<file path="config.mk">
export PLATFORM = sky130hd
export DESIGN_NAME = calc_top
export DESIGN_NICKNAME = d
export VERILOG_FILES = /design/src/common/calc_pkg.sv /design/src/calc_ctrl/calc_ctrl.sv /design/src/add_sub_unit.sv /design/src/calc_top.sv /design/src/shift_add_mult.sv
export SDC_FILE = /design/constraint.sdc
export NUM_CORES = 1
export LEC_CHECK = 0
export BUFFER_PORTS_ARGS = -buffer_cell sky130_fd_sc_hd__buf_2
export CORE_MARGIN = 2
export CORE_UTILIZATION = 30
export CTS_BUF_LIST = sky130_fd_sc_hd__clkbuf_8
export DETAILED_ROUTE_END_ITERATION = 6
export GPL_TIMING_DRIVEN = 0
export PLACE_DENSITY_LB_ADDON = 0.3
export SYNTH_ARGS = -nofsm -noshare
export SYNTH_HDL_FRONTEND = slang
export SYNTH_SLANG_ARGS = --single-unit
</file>
<file path="constraint.sdc">
create_clock -name clk -period 3 [get_ports clk]
set_input_delay 0.6 -clock clk [delete_from_list [all_inputs] [get_ports clk]]
set_output_delay 0.6 -clock clk [all_outputs]
set_load 0.02 [all_outputs]
</file>
<file path="src/common/calc_pkg.sv">
`default_nettype none

package calc_pkg;

    // Datapath width, also used for counter sizing
    localparam int WORD_W = 16;

    // Operand, result and display value
    typedef logic [WORD_W-1:0] word_t;

    // One keypad digit, 0 to 9 in normal use
    typedef logic [3:0] digit_t;

    // One-hot operator select
    typedef logic [2:0] op_sel_t;

    localparam op_sel_t OP_ADD = 3'b001;   // Addition
    localparam op_sel_t OP_SUB = 3'b010;   // Subtraction, wraps below zero
    localparam op_sel_t OP_MUL = 3'b100;   // Multiplication, low 16 bits kept

endpackage

`default_nettype wire

</file>
<file path="src/calc_ctrl/calc_ctrl.sv">
`default_nettype none

module calc_ctrl (
    input  logic              clk,
    input  logic              nRST,

    input  calc_pkg::digit_t  keypad_input,    // Digit value from keypad
    input  logic              read_input,      // Digit strobe
    input  calc_pkg::op_sel_t operator_input,  // Operator strobe when nonzero
    input  logic              equal_input,     // Equal strobe

    // Add/subtract unit
    output calc_pkg::word_t   alu_a,
    output calc_pkg::word_t   alu_b,
    output logic              alu_sub,         // 1 selects a - b
    output logic              alu_start,
    input  calc_pkg::word_t   alu_result,
    input  logic              alu_finish,

    // Shared multiplier
    output calc_pkg::word_t   mult_a,
    output calc_pkg::word_t   mult_b,
    output logic              mult_start,
    input  calc_pkg::word_t   mult_result,
    input  logic              mult_finish,

    output logic              complete,        // One-cycle result pulse
    output calc_pkg::word_t   display_output,  // Held until next result
    output logic              busy             // Key presses ignored while high
);
    import calc_pkg::*;

    typedef enum logic [2:0] {
        ENTER_OP1,   // Building first operand
        ENTER_OP2,   // Building second operand, operator latched
        SHIFT_WAIT,  // Operand times ten in the multiplier
        CALC_WAIT,   // Waiting on the selected unit
        SHOW         // Result shown, clearing for next entry
    } state_t;

    state_t state, next_state;

    word_t   operand1, operand2;
    op_sel_t op_latched;
    logic    ext_op2;       // Operand being extended is operand2
    digit_t  digit_hold;    // Digit added when the shift returns

    logic  entering;
    logic  op_valid;
    logic  digit_accept;
    logic  op_accept;
    logic  equal_accept;
    logic  unit_done;
    word_t calc_result;

    assign entering = (state == ENTER_OP1) || (state == ENTER_OP2);
    assign op_valid = operator_input inside {OP_ADD, OP_SUB, OP_MUL};

    // Strobe priority within one cycle is digit, then operator, then equal
    assign digit_accept = entering && read_input;
    assign op_accept    = entering && !read_input && op_valid;
    assign equal_accept = (state == ENTER_OP2) && !read_input && !op_valid && equal_input;

    // Multiply results come back through the shared multiplier
    assign unit_done   = (op_latched == OP_MUL) ? mult_finish : alu_finish;
    assign calc_result = (op_latched == OP_MUL) ? mult_result : alu_result;

    assign busy = !entering;

    always_ff @(posedge clk or negedge nRST) begin
        if (!nRST) begin
            state <= ENTER_OP1;
        end else begin
            state <= next_state;
        end
    end

    always_comb begin
        next_state = state;
        case (state)
            ENTER_OP1: begin
                if (digit_accept) begin
                    next_state = SHIFT_WAIT;
                end else if (op_accept) begin
                    next_state = ENTER_OP2;
                end
            end
            ENTER_OP2: begin
                if (digit_accept) begin
                    next_state = SHIFT_WAIT;
                end else if (equal_accept) begin
                    next_state = CALC_WAIT;
                end
            end
            SHIFT_WAIT: begin
                if (mult_finish) begin
                    next_state = ext_op2 ? ENTER_OP2 : ENTER_OP1;
                end
            end
            CALC_WAIT: begin
                if (unit_done) begin
                    next_state = SHOW;
                end
            end
            SHOW:    next_state = ENTER_OP1;
            default: next_state = ENTER_OP1;
        endcase
    end

    // Control and operand registers
    always_ff @(posedge clk or negedge nRST) begin
        if (!nRST) begin
            operand1       <= '0;
            operand2       <= '0;
            op_latched     <= '0;
            ext_op2        <= 1'b0;
            mult_start     <= 1'b0;
            alu_start      <= 1'b0;
            complete       <= 1'b0;
            display_output <= '0;
        end else begin
            mult_start <= 1'b0;   // Strobes last one cycle
            alu_start  <= 1'b0;
            complete   <= 1'b0;
            case (state)
                ENTER_OP1, ENTER_OP2: begin
                    if (digit_accept) begin
                        mult_start <= 1'b1;                  // Operand times ten
                        ext_op2    <= (state == ENTER_OP2);
                    end else if (op_accept) begin
                        op_latched <= operator_input;        // Later one replaces it
                    end else if (equal_accept) begin
                        if (op_latched == OP_MUL) begin
                            mult_start <= 1'b1;
                        end else begin
                            alu_start <= 1'b1;
                        end
                    end
                end
                SHIFT_WAIT: begin
                    if (mult_finish) begin
                        if (ext_op2) begin
                            operand2 <= mult_result + word_t'(digit_hold);
                        end else begin
                            operand1 <= mult_result + word_t'(digit_hold);
                        end
                    end
                end
                CALC_WAIT: begin
                    if (unit_done) begin
                        complete       <= 1'b1;
                        display_output <= calc_result;
                    end
                end
                SHOW: begin
                    // Fresh start for the next calculation
                    operand1   <= '0;
                    operand2   <= '0;
                    op_latched <= '0;
                    ext_op2    <= 1'b0;
                end
                default: begin
                end
            endcase
        end
    end

    // Operand routing to the units, sampled by them on the start cycle
    always_ff @(posedge clk) begin
        if (digit_accept) begin
            mult_a     <= (state == ENTER_OP2) ? operand2 : operand1;
            mult_b     <= word_t'(10);
            digit_hold <= keypad_input;
        end else if (equal_accept) begin
            mult_a  <= operand1;
            mult_b  <= operand2;
            alu_a   <= operand1;
            alu_b   <= operand2;
            alu_sub <= (op_latched == OP_SUB);
        end
    end

endmodule

`default_nettype wire

</file>
<file path="src/add_sub_unit.sv">
`default_nettype none

module add_sub_unit #(
    parameter int SLICE_W = 4   // Bits per cycle, divides WORD_W
) (
    input  logic            clk,
    input  logic            nRST,
    input  calc_pkg::word_t a,
    input  calc_pkg::word_t b,
    input  logic            sub,      // 1 gives a - b
    input  logic            start,
    output calc_pkg::word_t result,
    output logic            finish
);
    import calc_pkg::*;

    localparam int NUM_SLICES = WORD_W / SLICE_W;
    localparam int CNT_W      = $clog2(NUM_SLICES + 1);

    word_t             a_sh, b_sh;     // Remaining operand slices
    logic              carry;          // Carry between slices
    logic              running;
    logic [CNT_W-1:0]  slice_cnt;

    word_t             src_a, src_b;
    logic              src_c;
    logic [SLICE_W:0]  slice_sum;

    // The start cycle already adds slice 0 straight from the inputs
    assign src_a = start ? a : a_sh;
    assign src_b = start ? (sub ? ~b : b) : b_sh;   // Two's complement via inverted b
    assign src_c = start ? sub : carry;             // Plus one when subtracting

    assign slice_sum = {1'b0, src_a[SLICE_W-1:0]} + {1'b0, src_b[SLICE_W-1:0]}
                     + (SLICE_W + 1)'(src_c);

    always_ff @(posedge clk or negedge nRST) begin
        if (!nRST) begin
            running   <= 1'b0;
            slice_cnt <= '0;
            finish    <= 1'b0;
        end else begin
            finish <= 1'b0;
            if (start) begin
                slice_cnt <= CNT_W'(1);
                running   <= (NUM_SLICES > 1);
                finish    <= (NUM_SLICES == 1);
            end else if (running) begin
                slice_cnt <= slice_cnt + 1'b1;
                if (slice_cnt == CNT_W'(NUM_SLICES - 1)) begin
                    running <= 1'b0;        // Last slice this cycle
                    finish  <= 1'b1;
                end
            end
        end
    end

    always_ff @(posedge clk) begin
        if (start || running) begin
            a_sh   <= src_a >> SLICE_W;
            b_sh   <= src_b >> SLICE_W;
            carry  <= slice_sum[SLICE_W];
            result <= word_t'({slice_sum[SLICE_W-1:0], result} >> SLICE_W);  // Fill from top
        end
    end

endmodule

`default_nettype wire

</file>
<file path="src/calc_top.sv">
`default_nettype none

module calc_top #(
    parameter int SLICE_W = 4   // Adder slice width
) (
    input  logic              clk,
    input  logic              nRST,
    input  calc_pkg::digit_t  keypad_input,
    input  logic              read_input,
    input  calc_pkg::op_sel_t operator_input,
    input  logic              equal_input,
    output logic              complete,
    output calc_pkg::word_t   display_output,
    output logic              busy
);
    import calc_pkg::*;

    word_t alu_a, alu_b, alu_result;
    logic  alu_sub, alu_start, alu_finish;

    word_t mult_a, mult_b, mult_result;
    logic  mult_start, mult_finish;

    calc_ctrl u_ctrl (
        .clk            (clk),
        .nRST           (nRST),
        .keypad_input   (keypad_input),
        .read_input     (read_input),
        .operator_input (operator_input),
        .equal_input    (equal_input),
        .alu_a          (alu_a),
        .alu_b          (alu_b),
        .alu_sub        (alu_sub),
        .alu_start      (alu_start),
        .alu_result     (alu_result),
        .alu_finish     (alu_finish),
        .mult_a         (mult_a),
        .mult_b         (mult_b),
        .mult_start     (mult_start),
        .mult_result    (mult_result),
        .mult_finish    (mult_finish),
        .complete       (complete),
        .display_output (display_output),
        .busy           (busy)
    );

    add_sub_unit #(
        .SLICE_W (SLICE_W)
    ) u_add_sub (
        .clk    (clk),
        .nRST   (nRST),
        .a      (alu_a),
        .b      (alu_b),
        .sub    (alu_sub),
        .start  (alu_start),
        .result (alu_result),
        .finish (alu_finish)
    );

    // Shared between times-ten digit entry and the multiply operator
    shift_add_mult u_mult (
        .clk    (clk),
        .nRST   (nRST),
        .a      (mult_a),
        .b      (mult_b),
        .start  (mult_start),
        .result (mult_result),
        .finish (mult_finish)
    );

endmodule

`default_nettype wire

</file>
<file path="src/shift_add_mult.sv">
`default_nettype none

module shift_add_mult (
    input  logic            clk,
    input  logic            nRST,
    input  calc_pkg::word_t a,       // Multiplicand
    input  calc_pkg::word_t b,       // Multiplier
    input  logic            start,
    output calc_pkg::word_t result,  // Low 16 bits of a * b
    output logic            finish
);
    import calc_pkg::*;

    localparam int CNT_W = $clog2(WORD_W);

    word_t             mcand;      // Shifted left each cycle
    word_t             mplier;     // Shifted right each cycle
    word_t             acc;
    logic              running;
    logic [CNT_W-1:0]  bit_cnt;

    word_t             src_mcand;
    word_t             src_mplier;
    word_t             src_acc;
    word_t             acc_next;

    // Bit 0 is handled on the start cycle from the inputs
    assign src_mcand  = start ? a : mcand;
    assign src_mplier = start ? b : mplier;
    assign src_acc    = start ? '0 : acc;

    assign acc_next = src_mplier[0] ? (src_acc + src_mcand) : src_acc;

    assign result = acc;

    always_ff @(posedge clk or negedge nRST) begin
        if (!nRST) begin
            running <= 1'b0;
            bit_cnt <= '0;
            finish  <= 1'b0;
        end else begin
            finish <= 1'b0;
            if (start) begin
                running <= 1'b1;
                bit_cnt <= CNT_W'(1);
            end else if (running) begin
                bit_cnt <= bit_cnt + 1'b1;
                if (bit_cnt == CNT_W'(WORD_W - 1)) begin
                    running <= 1'b0;   // Top multiplier bit done
                    finish  <= 1'b1;
                end
            end
        end
    end

    // High product bits fall off the top of mcand
    always_ff @(posedge clk) begin
        if (start || running) begin
            mcand  <= src_mcand << 1;
            mplier <= src_mplier >> 1;
            acc    <= acc_next;
        end
    end

endmodule

`default_nettype wire

</file>
==> flow_metrics.py, run 1 <==
metrics = {
    "status": {
        "status": "completed",
    },
    "grt": {
        "grt_pass1_wl_um": 38300,
        "grt-ovfl-total": 0,
        "antenna_found_initial": 0,
        "grt_usage_pct": 14.0,
        "grt_max_degree": 65,
        "grt_pass1_vias": 6433,
    },
    "floorplanning": {
        "start_util_pct": 30.5,
        "coreArea_um2": 33500,
        "rows": 67,
        "die_h_um": 189,
        "top_level_ports": 29,
        "die_w_um": 189,
        "die_area_um2": 35600,
    },
    "setup_path": {
        "worstPathCellList": "clkbuf_8 -> mux2_1 -> ha_1 -> a21oi_2 -> nand3b_1 -> a32o_1 -> nor2_1 -> or3_1 -> a32o_1",
        "crit_path_end_kind": "flop",
        "critPathBufInv": 1,
        "critPathTopFamily": "compound AO/OA/AOI/OAI gates",
        "cp_max_fo": 10,
        "arrival_ns": 3.17,
        "critPathRequiredTime_ns": 3.27,
        "path_common_cell": "a32o_1",
        "critPathKind": "flop to flop",
        "max_stage_delay_ns": 0.44,
        "worst_path_max_delay_cell": "dfrtp_2",
        "startpoint_type": "flop",
    },
    "timing": {
        "timing.slew.headroom_pct": 22.1,
        "maxSlewViolCount": 0,
        "min_period_ns": 2.90,
        "fin_tns_setup_ns": 0,
        "worst_pin_slew_ns": 1.17,
        "rsz0062_at_grt": "false",
        "finalCritPeriodShare_pct": 96.6,
        "fmax_mhz": 345,
        "skew_ns": 0.0244,
        "setup_viol_count_final": 0,
        "finalHoldViolations": 0,
    },
    "logic_synthesis": {
        "synth_edf_count": 140,
        "yosysTopAreaCellShare_pct": 41.1,
        "synth_top_cell_by_area": "edfxtp_1",
        "ys_warn_count": 0,
        "avgSynthCellArea_um2": 12.8,
        "synth_seq_cells": 225,
        "synth_ff_type": "edfxtp_1",
        "yosysSeqAreaShare_pct": 61.1,
        "synthCells": 801,
        "async_reset_ff_share_pct": 30.7,
        "synth_area_leaders": "edfxtp_1 41%, dfrtp_1 17%, mux2_2 3.4%",
        "netlist-cell-type-count": 64,
        "synthesis.area_um2": 10200,
        "syn_nets": 840,
    },
    "cts": {
        "cts_root_buf": "clkbuf_8",
        "clock_path_buffers": 3,
        "clock_latency_ns": 0.54,
        "cts.clk_slew.worst_paths_ns": 0.06,
        "cts_tree": "yes",
        "htree_levels": 2,
        "cts.sinks": 225,
        "cts_buffers": 41,
    },
    "final_layout": {
        "fillers": 3344,
        "most-common-layout-cells": "140 x edfxtp_1, 68 x dfrtp_1, 50 x a21oi_1",
        "area_growth_pct": 15.5,
        "nets": 915,
        "num_antenna_cells": 0,
        "final_common_cell": "edfxtp_1",
        "drive_above_1_share_pct": 19.7,
        "fin_util_pct": 35.2,
        "stdcell_count": 1355,
    },
    "routing": {
        "drtIter0Drc": 433,
        "avgViaCountPerCell": 4.75,
        "drtPass1Iterations": 5,
        "wirelength_um": 24700,
        "final_antenna_net_count": 0,
        "drc": 0,
        "post_drt_wl_per_cell_um": 18.2,
        "vias": 6436,
    },
    "run": {
        "cap_viol_max_count": 0,
    },
    "power_and_ir_drop": {
        "irDropWorstVdd_mv": 0.284,
        "total_power_mw": 6.01,
        "powerDensity_nw_per_um2": 509,
        "leakagePower_nw": 4.34,
    },
    "placed_design": {
        "port_buffers": 28,
        "gp_congestion": 0.789,
        "dp_cells": 1279,
        "dp_hpwl_um": 17300,
    },
    "worst_hold_path": {
        "min_path_type": "primary input to flop",
    },
}
path summary, 6_finish.rpt:
path / end / slack [ns] / startpoint / cells after the start
min reg2reg: u_add_sub.result[7] / 0.44 / u_add_sub.result[11] / 0
min in group asynchronous: u_mult.bit_cnt[0] / 0.44 / nRST / 2
min: u_ctrl.digit_hold[1] / 0.24 / keypad_input[1] / 1
max: u_mult.result[11] / 0.10 / u_ctrl.mult_start / 9
max reg2reg: u_mult.result[11] / 0.10 / u_ctrl.mult_start / 9
max in group asynchronous: u_ctrl.operand2[6] / 2.00 / nRST / 3
cell usage after synthesis, drive strengths merged, types with 3 or more instances:
| cell type | instances |
|---|---|
| o21a | 6 |
| fa | 4 |
| xnor2 | 28 |
| o21ai | 47 |
| nor3 | 6 |
| nor3b | 7 |
| mux2i | 19 |
| xor2 | 19 |
| a21o | 10 |
| nand3 | 22 |
| buf | 16 |
| mux2 | 57 |
| nor2 | 55 |
| and3 | 3 |
| a21oi | 64 |
| inv | 20 |
| clkbuf | 26 |
| ha | 24 |
| a22o | 16 |
| dfxtp | 16 |
| nor2b | 14 |
| nand2b | 6 |
| dfrtp | 69 |
| nand2 | 49 |
| a211oi | 6 |
| and2 | 12 |
| edfxtp | 140 |
| nand3b | 4 |
| or3 | 6 |
timing repair:
item                       in CTS  in global routing
setup endpoints to repair      12                  8
buffers inserted                2                  2
hold buffers                    1                  0
hold endpoints to repair        5                  0
pin swaps                       0                  1
gates resized for setup         7                 10
worst reg2reg max path, cell delays in order, from the launching register on:
cell and delay, ns:
dfrtp_2 0.44, clkbuf_8 0.22, mux2_1 0.38, ha_1 0.33, a21oi_2 0.22, nand3b_1 0.16, a32o_1 0.27, nor2_1 0.08
or3_1 0.30, a32o_1 0.24
per-stage QoR:
stage                     hold slack, ns  worst slack, ns  area (µm²)
after global placement             0.430           -0.690       10900
after global routing               0.207          0.00484       11800
after detailed placement           0.426           -0.723       11000
after floorplan                    0.304           0.0316       10200
after CTS                          0.206          0.00359       11800
final                              0.238            0.103       11800
sequential cells by signal (all words and copies together) (netlist names), 4 cells and up, named ones only:
register               cells
u_add_sub.a_sh            12
u_mult.result             15
u_mult.mcand              15
u_ctrl.digit_hold          4
u_ctrl.mult_a             16
u_ctrl.operand2           16
u_add_sub.b_sh            12
u_ctrl.mult_b             16
u_mult.mplier             15
u_add_sub.result          16
u_ctrl.operand1           16
u_ctrl.alu_a              16
u_ctrl.alu_b              16
u_ctrl.display_output     16
u_mult.bit_cnt             4
logic make-up after synthesis:
kind of cell | count (synthesis) | synth area share, %
other cells | 1 | 0.0367
compound gates | 166 | 10.3
xor+xnor | 47 | 4.02
flops | 225 | 61.1
buf+inv | 62 | 2.65
simple gates | 196 | 9.96
fa+ha+maj | 28 | 3.72
mux | 76 | 8.17
final cells by class:
type                       count  area (µm²)  share of cell area, %
sequential                   225        6250                   52.9
buffer                        39         214                   1.81
tap                          448         561                   4.74
timing repair buffer          35         230                   1.95
clock inverter                27         114                  0.964
inverter                      20        75.1                  0.635
clock buffer                  47         647                   5.47
multi-input combinational    514        3720                   31.5
report_power, final:
part / internal [mW] / switching [mW]
Clock: 1.43 / 1.26
Combinational: 0.0181 / 0.0337
Sequential: 3.27 / 0.00256
Total: 4.72 / 1.29
routing by layer:
metal	GRT usage, %	vias to the layer above	routed length, µm
met5	0	-	0
met1	19.7	3211	12000
met2	21.5	126	11100
met3	2.46	40	897
li1	-	3059	-
met4	5.26	0	710
Note: power is estimated with default switching activity, not from simulation.
==> run 2: changes to the inputs <==
- SYNTH_HIERARCHICAL: unset -> 1
==> flow_metrics.py, run 2 <==
metrics = {
    "cts": {
        "clock_path_buffers": 3,
        "cts_setup_buffers": 0,
        "cts_root_buf": "clkbuf_8",
        "cts_tree": "yes",
        "cts_buffers": 38,
        "htree_levels": 2,
        "clock_latency_ns": 0.54,
        "cts.clk_slew.worst_paths_ns": 0.06,
        "cts.sinks": 225,
    },
    "setup_path": {
        "rrSetupSlack_ns": 0.13,
        "critPathKind": "flop to flop",
        "ff2ff_path_depth": 10,
        "max_stage_delay_ns": 0.38,
        "startpoint_type": "flop",
        "crit_path_end_kind": "flop",
        "r2r_end": "u_mult/result[15]",
        "worstPathCellList": "clkbuf_4 -> buf_6 -> mux2_2 -> ha_1 -> buf_2 -> nand4_1 -> o221ai_2 -> a21oi_2 -> o31ai_2 -> mux2_1",
        "worst_path_max_delay_cell": "mux2_2",
        "cp_max_fo": 10,
        "critPathBufInv": 3,
        "critPathRequiredTime_ns": 3.27,
        "critPathTopFamily": "multiplexers",
        "worstReg2RegStart": "u_ctrl/mult_start",
        "arrival_ns": 3.15,
    },
    "logic_synthesis": {
        "syn_nets": 837,
        "yosysSeqAreaShare_pct": 59.3,
        "synthCells": 798,
        "synthTopCellsByCount": "140 x edfxtp_1, 76 x mux2_2, 69 x dfrtp_1, 57 x nand2_1, 44 x nor2_1",
        "synth_ff_type": "edfxtp_1",
        "yosysMostFrequentCell": "edfxtp_1",
        "netlist-cell-type-count": 77,
        "yosysTopAreaCellShare_pct": 39.9,
        "ys_warn_count": 6,
        "synth_area_leaders": "edfxtp_1 40%, dfrtp_1 16%, mux2_2 8.1%",
        "synthesis.area_um2": 10500,
        "synth_edf_count": 140,
        "avgSynthCellArea_um2": 13.2,
        "synth_seq_cells": 225,
        "synth_top_cell_by_area": "edfxtp_1",
        "async_reset_ff_share_pct": 30.7,
    },
    "grt": {
        "grt_usage_pct": 13.8,
        "antenna_found_initial": 0,
        "grt_pass1_vias": 6490,
        "grt_pass1_wl_um": 38100,
        "grt_max_degree": 54,
        "grt-ovfl-total": 0,
    },
    "worst_hold_path": {
        "holdPathEnd": "u_ctrl/digit_hold[2]",
        "whs_path_depth": 1,
        "holdCritStartpoint": "keypad_input[2]",
        "min_path_type": "primary input to flop",
    },
    "routing": {
        "drtIter0Drc": 467,
        "vias": 6491,
        "avgViaCountPerCell": 4.80,
        "wirelength_um": 24900,
        "post_drt_wl_per_cell_um": 18.4,
        "drc": 0,
        "drtPass1Iterations": 7,
        "final_antenna_net_count": 0,
    },
    "floorplanning": {
        "coreArea_um2": 34500,
        "rows": 68,
        "die_area_um2": 36700,
        "top_level_ports": 29,
        "start_util_pct": 30.5,
        "die_w_um": 191,
        "die_h_um": 191,
    },
    "final_layout": {
        "num_antenna_cells": 0,
        "area_growth_pct": 14.6,
        "nets": 907,
        "drive_above_1_share_pct": 24.3,
        "fillers": 3395,
        "most-common-layout-cells": "140 x edfxtp_1, 76 x mux2_2, 69 x dfrtp_1",
        "final_common_cell": "edfxtp_1",
    },
    "placed_design": {
        "gp_congestion": 0.854,
        "place_worst_setup_slack_ns": -0.427,
        "port_buffers": 28,
        "dp_hpwl_um": 17700,
    },
    "timing": {
        "timing.slew.headroom_pct": 27.1,
        "finalCritPeriodShare_pct": 95.8,
        "setup_ws_ns": 0.127,
        "skew_ns": 0.0293,
        "finalHoldViolations": 0,
        "fmax_mhz": 348,
        "setup_viol_count_final": 0,
        "worst_pin_slew_ns": 1.09,
        "maxSlewViolCount": 0,
        "min_period_ns": 2.87,
        "timing.hold.ws_ns": 0.237,
    },
    "power_and_ir_drop": {
        "leakagePower_nw": 4.85,
        "powerDensity_nw_per_um2": 984,
        "irDropWorstVdd_mv": 0.274,
    },
    "status": {
        "status": "completed",
    },
    "run": {
        "cap_viol_max_count": 0,
    },
}
run 2: cell count changes after synthesis, sizes merged, moves of 11 or more:
cell | previous run | this run
mux2 | 57 | 89
nor2 | 55 | 44
clkbuf | 26 | 12
a21oi | 64 | 30
buf | 16 | 27
o21ai | 47 | 28
run 2: worst register-to-register path: cells and delay by family (launching register included):
family	cells	cell delay [ns]
multiplexers	2	0.74
adder cells (fa/ha/maj)	1	0.29
buffers and inverters	3	0.58
AO/OA/AOI/OAI	3	0.54
AND/OR/NAND/NOR	1	0.15
flip-flops	1	0.32
run 2: kinds of logic (layout without fill, tap and decap cells):
kind of cell               count (synthesis)  after routing  share of synthesized area (%)
xor gates and xnor gates                  40             40                           3.32
AOI/OAI and AO/OA                        150            150                           10.3
muxes                                     98             98                           10.8
DFF                                      225            225                           59.3
buffers and inverters                     57            156                           2.76
other                                      1              1                         0.0356
and+or+nand+nor                          199            199                           9.88
adders and majority gates                 28             28                           3.61
run 2: final cells by class:
type                            count  area [µm²]  area share, %
Buffer                             39         249           2.06
Timing Repair Buffer               30         180           1.49
Clock buffer                       48         661           5.47
Inverter                           18        67.6          0.559
Multi-Input combinational cell    516        4020           33.2
Tap cell                          455         569           4.71
Clock inverter                     21        91.3          0.756
Sequential cell                   225        6250           51.7
run 2: power by group:
group	internal (mW)	switching, mW	leakage (nW)
Clock	1.44	1.25	0.438
Sequential	4.49	0.646	2.47
Combinational	1.73	2.34	1.94
Total	7.67	4.23	4.85
run 2: routing by layer:
| metal | vias up | wire [µm] | global-route usage, % |
|---|---|---|---|
| met5 | - | 0 | 0 |
| met4 | 0 | 391 | 4.35 |
| met3 | 31 | 934 | 2.29 |
| met2 | 115 | 12200 | 23.1 |
| met1 | 3223 | 11400 | 18.1 |
| li1 | 3122 | - | - |
run 2: what timing repair did:
action                                 CTS  global route
gates cloned                             0             0
gates resized for setup                  8             7
pin swaps                                0             1
setup endpoints to repair                8             4
endpoints found under the hold margin   16             0
hold buffers                             1             0
run 2: worst max-delay path by stage:
stage,from,to,slack [ns],cells past startpoint
final,u_ctrl/mult_start,u_mult/result[15],0.13,10
after global routing,u_ctrl/mult_start,u_mult/result[15],-0.0007,10
after detailed placement,u_ctrl/mult_start,u_mult/result[15],-0.43,10
after floorplan,u_ctrl/mult_start,u_mult/result[15],0.20,10
after CTS,u_ctrl/mult_start,u_mult/result[15],0.002,10
after global placement,u_ctrl/mult_start,u_mult/result[15],-0.41,9
run 2: per-stage QoR:
step           power [mW]  utilization, %  instance area (µm²)  instances  setup TNS (ns)
6_report             11.9            35.0                12100       1352               0
5_1_grt              12.6            35.0                12100       1352       -0.000683
2_1_floorplan        7.94               -                10500        798               0
3_5_place_dp         9.21            32.7                11300       1282           -1.11
3_3_place_gp         9.16            32.6                11300       1281           -1.15
4_1_cts              12.0            34.9                12100       1352               0
==> run 3: changes to the inputs <==
- CAP_MARGIN: unset -> 20
- RECOVER_POWER: unset -> 50
- clock period: 3 -> 3.45 ns (I/O delays scaled with it)
==> flow_metrics.py, run 3 (synthesis gave the netlist of run 2 again) <==
metrics = {
    "final_layout": {
        "nets": 907,
        "fillers": 3413,
        "multi_input_area_um2": 4000,
        "final_common_cell": "edfxtp_1",
        "seq_area_um2": 6250,
        "most-common-layout-cells": "140 x edfxtp_1, 69 x dfrtp_1, 62 x mux2_2",
        "area_growth_pct": 13.6,
        "drive_above_1_share_pct": 19.6,
        "num_antenna_cells": 0,
    },
    "routing": {
        "vias": 6478,
        "drtPass1Iterations": 7,
        "drtIter0Drc": 450,
        "final_antenna_net_count": 0,
        "post_drt_wl_per_cell_um": 18.4,
        "avgViaCountPerCell": 4.79,
        "wirelength_um": 24900,
        "drc": 0,
    },
    "timing": {
        "finalCritPeriodShare_pct": 91.9,
        "setup_viol_count_final": 0,
        "maxSlewViolCount": 0,
        "rsz0062_at_grt": "false",
        "fin_tns_setup_ns": 0,
        "fmax_mhz": 315,
        "finalHoldViolations": 0,
        "timing.slew.headroom_pct": 7.06,
        "min_period_ns": 3.17,
        "worst_pin_slew_ns": 1.39,
        "skew_ns": 0.0279,
    },
    "setup_path": {
        "cp_max_fo": 10,
        "crit_path_end_kind": "flop",
        "critPathKind": "flop to flop",
        "startpoint_type": "flop",
        "critPathRequiredTime_ns": 3.72,
        "arrival_ns": 3.45,
        "ff2ff_path_depth": 9,
    },
    "cts": {
        "cts.repair.resized": 0,
        "cts_setup_buffers": 0,
        "cts.clk_slew.worst_paths_ns": 0.07,
        "clock_path_buffers": 3,
        "htree_levels": 2,
        "cts_buffers": 38,
        "cts_root_buf": "clkbuf_8",
        "cts_hold_buf": 0,
        "clock_latency_ns": 0.54,
        "cts.sinks": 225,
        "cts_tree": "yes",
    },
    "floorplanning": {
        "top_level_ports": 29,
        "start_util_pct": 30.5,
        "die_area_um2": 36700,
        "rows": 68,
        "coreArea_um2": 34500,
        "die_h_um": 191,
        "die_w_um": 191,
    },
    "power_and_ir_drop": {
        "total_power_mw": 10.3,
        "irDropWorstVdd_mv": 0.233,
        "powerDensity_nw_per_um2": 856,
        "leakagePower_nw": 4.74,
    },
    "grt": {
        "grt_pass1_vias": 6490,
        "antenna_found_initial": 0,
        "grt_max_degree": 54,
        "grt_usage_pct": 13.8,
        "grt_pass1_wl_um": 38100,
        "grt-ovfl-total": 0,
    },
    "worst_hold_path": {
        "min_path_type": "primary input to async pin",
    },
    "placed_design": {
        "port_buffers": 28,
        "gp_congestion": 0.854,
        "dp_hpwl_um": 17700,
    },
    "run": {
        "cap_viol_max_count": 0,
    },
    "status": {
        "status": "completed",
    },
}
==> run 3: changes by cell type in the layout (fill, tap and decap cells not counted), moves of 3 or more <==
cell	change
buf_6	-5
clkbuf_4	-3
mux2_1	+14
clkbuf_1	+25
clkbuf_2	+5
buf_2	-19
and2_0	+5
mux2_2	-14
and2_1	-5
==> run 3: worst paths after layout <==
kind                                startpoint                        end  slack, ns
min                                       nRST     u_add_sub/slice_cnt[2]       0.31
min in group clk               keypad_input[2]       u_ctrl/digit_hold[2]       0.33
min reg2reg                u_add_sub/result[4]        u_add_sub/result[0]       0.45
max in group asynchronous                 nRST  u_ctrl/display_output[15]       1.21
max reg2reg                  u_ctrl/mult_start          u_mult/result[15]       0.28
max                          u_ctrl/mult_start          u_mult/result[15]       0.28
==> run 3: final cells by class <==
class,instances,share of cell area [%]
Timing Repair Buffer,30,1.21
Buffer,39,1.67
Inverter,18,0.564
Sequential cell,225,52.2
Tap cell,455,4.75
Clock buffer,48,5.51
Multi-Input combinational cell,516,33.4
Clock inverter,21,0.762
==> run 3: power by group <==
group / internal, mW / total [mW] / switching, mW
sequential: 3.90 / 4.46 / 0.560
clock: 1.25 / 2.34 / 1.09
combinational: 1.45 / 3.46 / 2.01
total: 6.60 / 10.3 / 3.66
==> run 3: per-stage QoR <==
stage          hold WS [ns]  worst slack (ns)  cells  instance area (µm²)  util [%]
5_1_grt               0.303            0.0836   1352                12000      34.7
3_5_place_dp          0.433            0.0226   1282                11300      32.7
6_report              0.308             0.278   1352                12000      34.7
3_3_place_gp          0.428            0.0424   1281                11300      32.6
2_1_floorplan         0.394             0.648    798                10500         -
4_1_cts              0.0237            0.0166   1351                12000      34.8
==> run 3: critical path, cell delays in order (launching register included) <==
cell and delay, ns:
dfrtp_1 0.32, buf_2 0.21, clkbuf_2 0.32, mux2_1 0.41
ha_1 0.39, nand3_2 0.13, o2bb2ai_1 0.27, a21oi_1 0.19
o31ai_2 0.33, mux2_1 0.35
==> run 3: layer usage <==
layer  wire [µm]  track usage [%]  vias to the layer above
met2       12000             23.1                      117
met4         430             4.44                        0
met3         846             2.29                       35
li1            -                -                     3123
met5           0                0                        -
met1       11600             18.1                     3203
